[src/mem_cfg_pkg.sv]
`default_nettype none

package mem_cfg_pkg;

    // ==========================================================
    // list memory geometry.
    // ==========================================================

    // address width shared by all list memories.
    localparam int MEM_AW    = 6;
    localparam int MEM_DEPTH = 1 << MEM_AW;

    // freelist and history-list payload widths.
    localparam int FL_DW     = 16;
    localparam int HL_DW     = 40;

    localparam int FL_NUM    = 2;

    // ==========================================================
    // port request words.
    // ==========================================================

    // one freelist access, 24 bits.
    typedef struct packed {
        logic [MEM_AW-1:0] addr;
        logic              we;
        logic              re;
        logic [FL_DW-1:0]  wdata;
    } fl_req_t;

    // one history-list access, 48 bits.
    typedef struct packed {
        logic [MEM_AW-1:0] addr;
        logic              we;
        logic              re;
        logic [HL_DW-1:0]  wdata;
    } hl_req_t;

endpackage

`default_nettype wire

[src/pg_pkg.sv]
`default_nettype none

package pg_pkg;

    // ==========================================================
    // power switch timing.
    // ==========================================================

    // cycles of steady low request before the switch chain
    // reports itself on. Power-down does not wait.
    localparam int PG_WAKE_CYCLES = 4;

    // wake counter width, must hold PG_WAKE_CYCLES itself.
    localparam int PG_CNT_W       = 3;

    // ==========================================================
    // power-gate controls of one memory.
    // ==========================================================

    // both fields are levels from the power-gate controller.
    // isol_en clamps the memory outputs and blocks access.
    // pwr_enable_b is the active low switch request.
    typedef struct packed {
        logic isol_en;
        logic pwr_enable_b;
    } pg_ctl_t;

endpackage

`default_nettype wire

[src/pg_switch_seq.sv]
`default_nettype none

module pg_switch_seq import pg_pkg::*; (
     input  logic i_clk
    ,input  logic i_rst
    ,input  logic i_pwr_enable_b
    ,output logic o_pwr_enable_b
);

    logic [PG_CNT_W-1:0] wake_cnt;
    logic                pwr_b_q;
    logic                wake_done;

    // staged turn-on of the switch chain ends here.
    assign wake_done = (wake_cnt == PG_CNT_W'(PG_WAKE_CYCLES));

    // ==========================================================
    // wake counter.
    // ==========================================================

    always_ff @(posedge i_clk) begin
        if (i_rst) begin
            wake_cnt <= '0;
            pwr_b_q  <= 1'b1;
        end else if (i_pwr_enable_b) begin
            // power-down, also restarts an unfinished wake.
            wake_cnt <= '0;
            pwr_b_q  <= 1'b1;
        end else if (pwr_b_q) begin
            if (wake_done) begin
                pwr_b_q <= 1'b0;
            end else begin
                wake_cnt <= wake_cnt + 1'b1;
            end
        end
    end

    assign o_pwr_enable_b = pwr_b_q;

    // ==========================================================
    // checks.
    // ==========================================================

    // a falling output needs the whole wake window of low requests.
    a_no_early_wake: assert property (
        @(posedge i_clk) disable iff (i_rst)
        $fell(o_pwr_enable_b) |->
            !$past(i_pwr_enable_b, 1) && !$past(i_pwr_enable_b, PG_WAKE_CYCLES + 1)
    );

endmodule

`default_nettype wire

[src/mem_pg_sram.sv]
`default_nettype none

module mem_pg_sram import mem_cfg_pkg::*, pg_pkg::*; #(
     parameter int MEM_AW_P = MEM_AW
    ,parameter int DATA_W   = FL_DW
) (
     input  logic                i_clk
    ,input  logic                i_rst
    ,input  logic                i_pwrgood_rst_b
    ,input  logic [MEM_AW_P-1:0] i_addr
    ,input  logic                i_we
    ,input  logic                i_re
    ,input  logic [DATA_W-1:0]   i_wdata
    ,input  pg_ctl_t             i_pg
    ,output logic [DATA_W-1:0]   o_rdata
    ,output logic                o_pwr_enable_b
);

    logic                     rst;
    logic                     pwr_b;
    logic                     powered;
    logic                     access_ok;
    logic [DATA_W-1:0]        mem [2**MEM_AW_P];
    logic [2**MEM_AW_P-1:0]   valid;
    logic [DATA_W-1:0]        rdata_q;

    // either reset source puts the memory in its off state.
    assign rst       = i_rst | ~i_pwrgood_rst_b;
    assign powered   = ~pwr_b;
    assign access_ok = powered & ~i_pg.isol_en;

    pg_switch_seq i_pg_seq (
         .i_clk          (i_clk)
        ,.i_rst          (rst)
        ,.i_pwr_enable_b (i_pg.pwr_enable_b)
        ,.o_pwr_enable_b (pwr_b)
    );

    // ==========================================================
    // storage.
    // ==========================================================

    always_ff @(posedge i_clk) begin
        if (i_we && access_ok) begin
            mem[i_addr] <= i_wdata;
        end
    end

    // contents are lost on every unpowered cycle.
    always_ff @(posedge i_clk) begin
        if (rst || !powered) begin
            valid <= '0;
        end else if (i_we && !i_pg.isol_en) begin
            valid[i_addr] <= 1'b1;
        end
    end

    // ==========================================================
    // read port.
    // ==========================================================

    // read before write on a shared address.
    always_ff @(posedge i_clk) begin
        if (rst) begin
            rdata_q <= '0;
        end else if (i_re) begin
            rdata_q <= (access_ok && valid[i_addr]) ? mem[i_addr] : '0;
        end
    end

    // output clamp.
    assign o_rdata        = access_ok ? rdata_q : '0;
    assign o_pwr_enable_b = pwr_b;

    // ==========================================================
    // checks.
    // ==========================================================

    // a write under isolation leaves the addressed entry as it was.
    a_isol_no_write: assert property (
        @(posedge i_clk) disable iff (rst)
        (i_we && i_pg.isol_en) |=> (mem[$past(i_addr)] === $past(mem[i_addr]))
    );

    // an isolated read sees zero now and registers zero for later.
    a_isol_rdata_zero: assert property (
        @(posedge i_clk) disable iff (rst)
        (i_re && i_pg.isol_en) |-> (o_rdata == '0) ##1 (o_rdata == '0)
    );

endmodule

`default_nettype wire

[src/sram_pg_cont.sv]
`default_nettype none

module sram_pg_cont import mem_cfg_pkg::*, pg_pkg::*; (
     input  logic                i_clk
    ,input  logic                i_rst
    ,input  logic                i_pwrgood_rst_b

    ,input  fl_req_t             i_fl_req [FL_NUM]
    ,input  pg_ctl_t             i_fl_pg [FL_NUM]
    ,output logic [FL_DW-1:0]    o_fl_rdata [FL_NUM]
    ,output logic [FL_NUM-1:0]   o_fl_pwr_enable_b

    ,input  hl_req_t             i_hl_req
    ,input  pg_ctl_t             i_hl_pg
    ,output logic [HL_DW-1:0]    o_hl_rdata
    ,output logic                o_hl_pwr_enable_b
);

    // ==========================================================
    // freelist memories.
    // ==========================================================

    for (genvar g = 0; g < FL_NUM; g++) begin : g_fl

        mem_pg_sram #(
             .MEM_AW_P        (MEM_AW)
            ,.DATA_W          (FL_DW)
        ) i_sr_freelist (
             .i_clk           (i_clk)
            ,.i_rst           (i_rst)
            ,.i_pwrgood_rst_b (i_pwrgood_rst_b)

            ,.i_addr          (i_fl_req[g].addr)
            ,.i_we            (i_fl_req[g].we)
            ,.i_re            (i_fl_req[g].re)
            ,.i_wdata         (i_fl_req[g].wdata)
            ,.o_rdata         (o_fl_rdata[g])

            ,.i_pg            (i_fl_pg[g])
            ,.o_pwr_enable_b  (o_fl_pwr_enable_b[g])
        );

    end

    // ==========================================================
    // history-list memory.
    // ==========================================================

    // wider payload, same port behavior.
    mem_pg_sram #(
         .MEM_AW_P        (MEM_AW)
        ,.DATA_W          (HL_DW)
    ) i_sr_hist_list (
         .i_clk           (i_clk)
        ,.i_rst           (i_rst)
        ,.i_pwrgood_rst_b (i_pwrgood_rst_b)

        ,.i_addr          (i_hl_req.addr)
        ,.i_we            (i_hl_req.we)
        ,.i_re            (i_hl_req.re)
        ,.i_wdata         (i_hl_req.wdata)
        ,.o_rdata         (o_hl_rdata)

        ,.i_pg            (i_hl_pg)
        ,.o_pwr_enable_b  (o_hl_pwr_enable_b)
    );

endmodule

`default_nettype wire

[config.mk]
export PLATFORM = sky130hd
export DESIGN_NAME = sram_pg_cont
export DESIGN_NICKNAME = d
export VERILOG_FILES = /design/src/mem_cfg_pkg.sv /design/src/pg_pkg.sv /design/src/pg_switch_seq.sv /design/src/mem_pg_sram.sv /design/src/sram_pg_cont.sv
export SDC_FILE = /design/constraint.sdc
export NUM_CORES = 2
export LEC_CHECK = 0
export ABC_CLOCK_PERIOD_IN_PS = 4000
export BUFFER_PORTS_ARGS = -buffer_cell sky130_fd_sc_hd__buf_2
export CORE_MARGIN = 5
export CORE_UTILIZATION = 50
export CTS_CLUSTER_SIZE = 12
export DETAILED_ROUTE_END_ITERATION = 8
export PLACE_DENSITY = 0.65
export SETUP_SLACK_MARGIN = 0.4
export SLEW_MARGIN = 20
export SYNTH_ARGS = -nofsm -noshare
export SYNTH_HDL_FRONTEND = slang
export SYNTH_MEMORY_MAX_BITS = 65536
export SYNTH_SLANG_ARGS = --single-unit
export TNS_END_PERCENT = 30
[constraint.sdc]
create_clock -name i_clk -period 4 [get_ports i_clk]
set_input_delay 0 -clock i_clk [delete_from_list [all_inputs] [get_ports i_clk]]
set_output_delay 0 -clock i_clk [all_outputs]
set_load 0.05 [all_outputs]
==> results.cfg <==
[status]
status = complete, but fails checks
violations = hold timing

[layout]
final_cell_count_no_fill = 16700
postLayoutCoreUtil = 0.5678
area_growth_pct = 12.99
nets = 11440
layout_common_cells = edfxtp_1, o22ai_1, nor2_1
multi_input_area_um2 = 40960
drive_above_1_share = 0.2049
regArea_um2 = 143900
final_common_cell = edfxtp_1
final_area_um2 = 213500
nFillCells = 28350

[setup_path]
critPathLaunchType = flip-flop
reg2reg_depth = 4
rrSetupSlack_ns = 1.04
cp_data_required_time_ns = 4.00
worstSetupPathType = flip-flop to primary output
reg2reg_to = i_sr_hist_list.mem[58][5]
cp_max_fo = 40
cp-end-kind = primary output
worstReg2RegStart = i_sr_hist_list.i_pg_seq.o_pwr_enable_b
arrival_ns = 3.41

[job]
maxCapViolCount = 0

[cts]
htree_levels = 5
clock_path_buffers = 4
cts-root-buf = clkbuf_16
clock-sinks = 4884
clock_latency_ns = 1.01
tritoncts = done
clk_pin_slew_ns = 0.06
numCtsBuffers = 481
cts-hold-fix-buffers = 110
post_cts_buffers = 0
ctsResizeCount = 0

[power]
power_density_nw_per_um2 = 485.2
peakVddDrop_v = 0.0005208
p_leak_nw = 67.83

[routing]
vias = 112800
routedWlPerCell_um = 36.58
dr.pass1.iters = 8
drt_iter0_markers = 17150
drtAntennaViolNets = 0
remaining_drc_errors = 0
viasPerCell = 6.755
drt_wl_total_mm = 610.9

[logic_synthesis]
synth_top_family_by_area = multiplexers
synth-adder-area-share = 0.0003972
synth_edf_count = 4608
syn_nets = 10790
yosys.area_share.simple = 0.03165
synth-xor-area-share = 0.0002781
ys.flop_type = edfxtp_1
synthesis.area_um2 = 189000
synth_seq_cells = 4884
synthCells = 10680
synth_compound_area_frac = 0.08670
synth_mux_area_frac = 0.09422
yosys_warnings = 0
avgSynthCellArea_um2 = 17.70
async_flop_share = 0
ys_types = 94
synth_seq_area_share = 0.7614

[hold_path]
hold_path_startpoint = i_hl_req[25]
whs_endpoint = i_sr_hist_list.mem[62][25]
min_path_cells = 2
hold_path.class = input port to flip-flop

[die]
core-area_um2 = 376100
core.rowCount = 225
io_pins = 180
die-height_um = 624.8
die_x_um = 624.8
die-area_um2 = 390400
start_util = 0.5025

[timing]
post-route-period-util = 0.8526
slew_headroom = 0.1698
finalSetupViolCount = 0
fmax_ghz = 0.2932
rsz0062_at_grt = no
tightest_slew_ns = 1.242
period_needed_ns = 3.410
holdWs_ns = -0.003616
fin_skew_ns = 0.04429
slew_violations = 0
hold_violations = 3
final.setup.tns_ns = 0

[placed_design]
placedCellCount = 15730
port_buffers = 179
place_area_um2 = 197900
gp_congestion = 0.9348
dp_hpwl_mm = 348.1

[global_routing]
overflow = 0
grt_max_degree = 117
grt_pass1_vias = 109400
grt_pass1_wl_mm = 851.1
grtUsageTotal = 0.3061
antenna_found_initial = 44
[cell usage after synthesis, types with 32 or more instances]
cell | number | area, µm²
a21oi_1 | 553 | 2768
a221o_1 | 32 | 320.3
a221oi_1 | 94 | 823.3
a22oi_1 | 81 | 608.1
a32o_1 | 51 | 510.5
and2_1 | 82 | 513.0
buf_1 | 55 | 206.5
buf_2 | 249 | 1246
buf_4 | 106 | 795.8
buf_6 | 82 | 923.4
clkbuf_1 | 212 | 795.8
dfxtp_1 | 276 | 5525
edfxtp_1 | 4608 | 138400
mux2_2 | 460 | 5180
mux2i_1 | 384 | 3844
mux4_2 | 364 | 8198
nand2_1 | 379 | 1423
nand2b_1 | 46 | 287.8
nor2_1 | 688 | 2582
nor2b_1 | 32 | 200.2
nor3_1 | 46 | 230.2
o211ai_1 | 35 | 262.8
o21ai_0 | 287 | 1436
o221ai_1 | 353 | 3092
o22ai_1 | 653 | 4085
[state kept, by name, indices dropped and copies added, names as in the netlist]
name	flops
g_fl.i_sr_freelist.i_pg_seq.o_pwr_enable_b	2
g_fl.i_sr_freelist.i_pg_seq.wake_cnt	6
g_fl.i_sr_freelist.mem	2048
g_fl.i_sr_freelist.rdata_q	32
g_fl.i_sr_freelist.valid	128
i_sr_hist_list.i_pg_seq.o_pwr_enable_b	1
i_sr_hist_list.i_pg_seq.wake_cnt	3
i_sr_hist_list.mem	2560
i_sr_hist_list.rdata_q	40
i_sr_hist_list.valid	64
[metrics by stage]
stage	hold slack, ns	power, mW	worst slack, ns
6_report	-0.003616	103.6	0.5897
5_1_grt	0.004828	106.2	0.5518
4_1_cts	0.03887	103.8	0.5767
3_5_place_dp	0.2188	62.26	0.7778
3_3_place_gp	0.2106	62.16	0.7613
2_1_floorplan	0.07737	59.73	0.3826
[worst max-delay path, stage by stage, from the launching register on]
cell and delay [ns]:
dfxtp_1 0.53, buf_4 0.29, nor2_4 0.09, buf_4 0.62, and2_1 0.48, buf_2 0.35
[logic make-up (layout without fill, tap and decap cells)]
group,Yosys count,in the layout
AOI/OAI and AO/OA,2400,2400
xor gates and xnor gates,6,6
adders and majority gates,6,6
buffers and inverters,766,1769
DFF,4884,4884
muxes,1233,1233
other,0,23
and+or+nand+nor,1385,1385
[per-layer routing]
| metal | GRT usage | share of wire | vias to the layer above |
|---|---|---|---|
| li1 | - | - | 44790 |
| met1 | 0.4056 | 0.35 | 57700 |
| met2 | 0.4729 | 0.46 | 8507 |
| met3 | 0.07686 | 0.13 | 1781 |
| met4 | 0.1564 | 0.063 | 30 |
| met5 | 0 | 0.00032 | - |
[report_power, final]
| part | total [mW] | switching, mW | internal (mW) | leakage (nW) |
|---|---|---|---|---|
| Clock | 42.2 | 18.7 | 23.5 | 6.97 |
| Sequential | 55.9 | 0.00150 | 55.9 | 43.6 |
| Combinational | 5.56 | 3.92 | 1.64 | 17.2 |
| Total | 104 | 22.6 | 81.0 | 67.8 |
[cell type report]
class                   count  share of cell area
flip-flops and latches   4884              0.6739
multi-input cells        5030              0.1918
clock buffers             717             0.06309
repair buffers            916             0.03712
well taps                4994             0.02926
clock inverters           119            0.004219
inverters                  17           0.0003691
diodes                     23           0.0002695
[worst max path at each step]
stage,from,end,slack [ns],depth (start not counted)
global placement,i_fl_req[44],g_fl[0].i_sr_freelist.rdata_q[12],0.76,8
detailed placement,i_hl_req[43],i_sr_hist_list.rdata_q[3],0.78,8
floorplan,i_hl_req[42],i_sr_hist_list.mem[8][0],0.38,11
global route,i_sr_hist_list.i_pg_seq.o_pwr_enable_b,o_hl_rdata[31],0.55,5
CTS,i_sr_hist_list.i_pg_seq.o_pwr_enable_b,o_hl_rdata[31],0.58,5
finish,i_sr_hist_list.i_pg_seq.o_pwr_enable_b,o_hl_rdata[31],0.59,5
No activity file was read; power rests on OpenSTA's default activity.
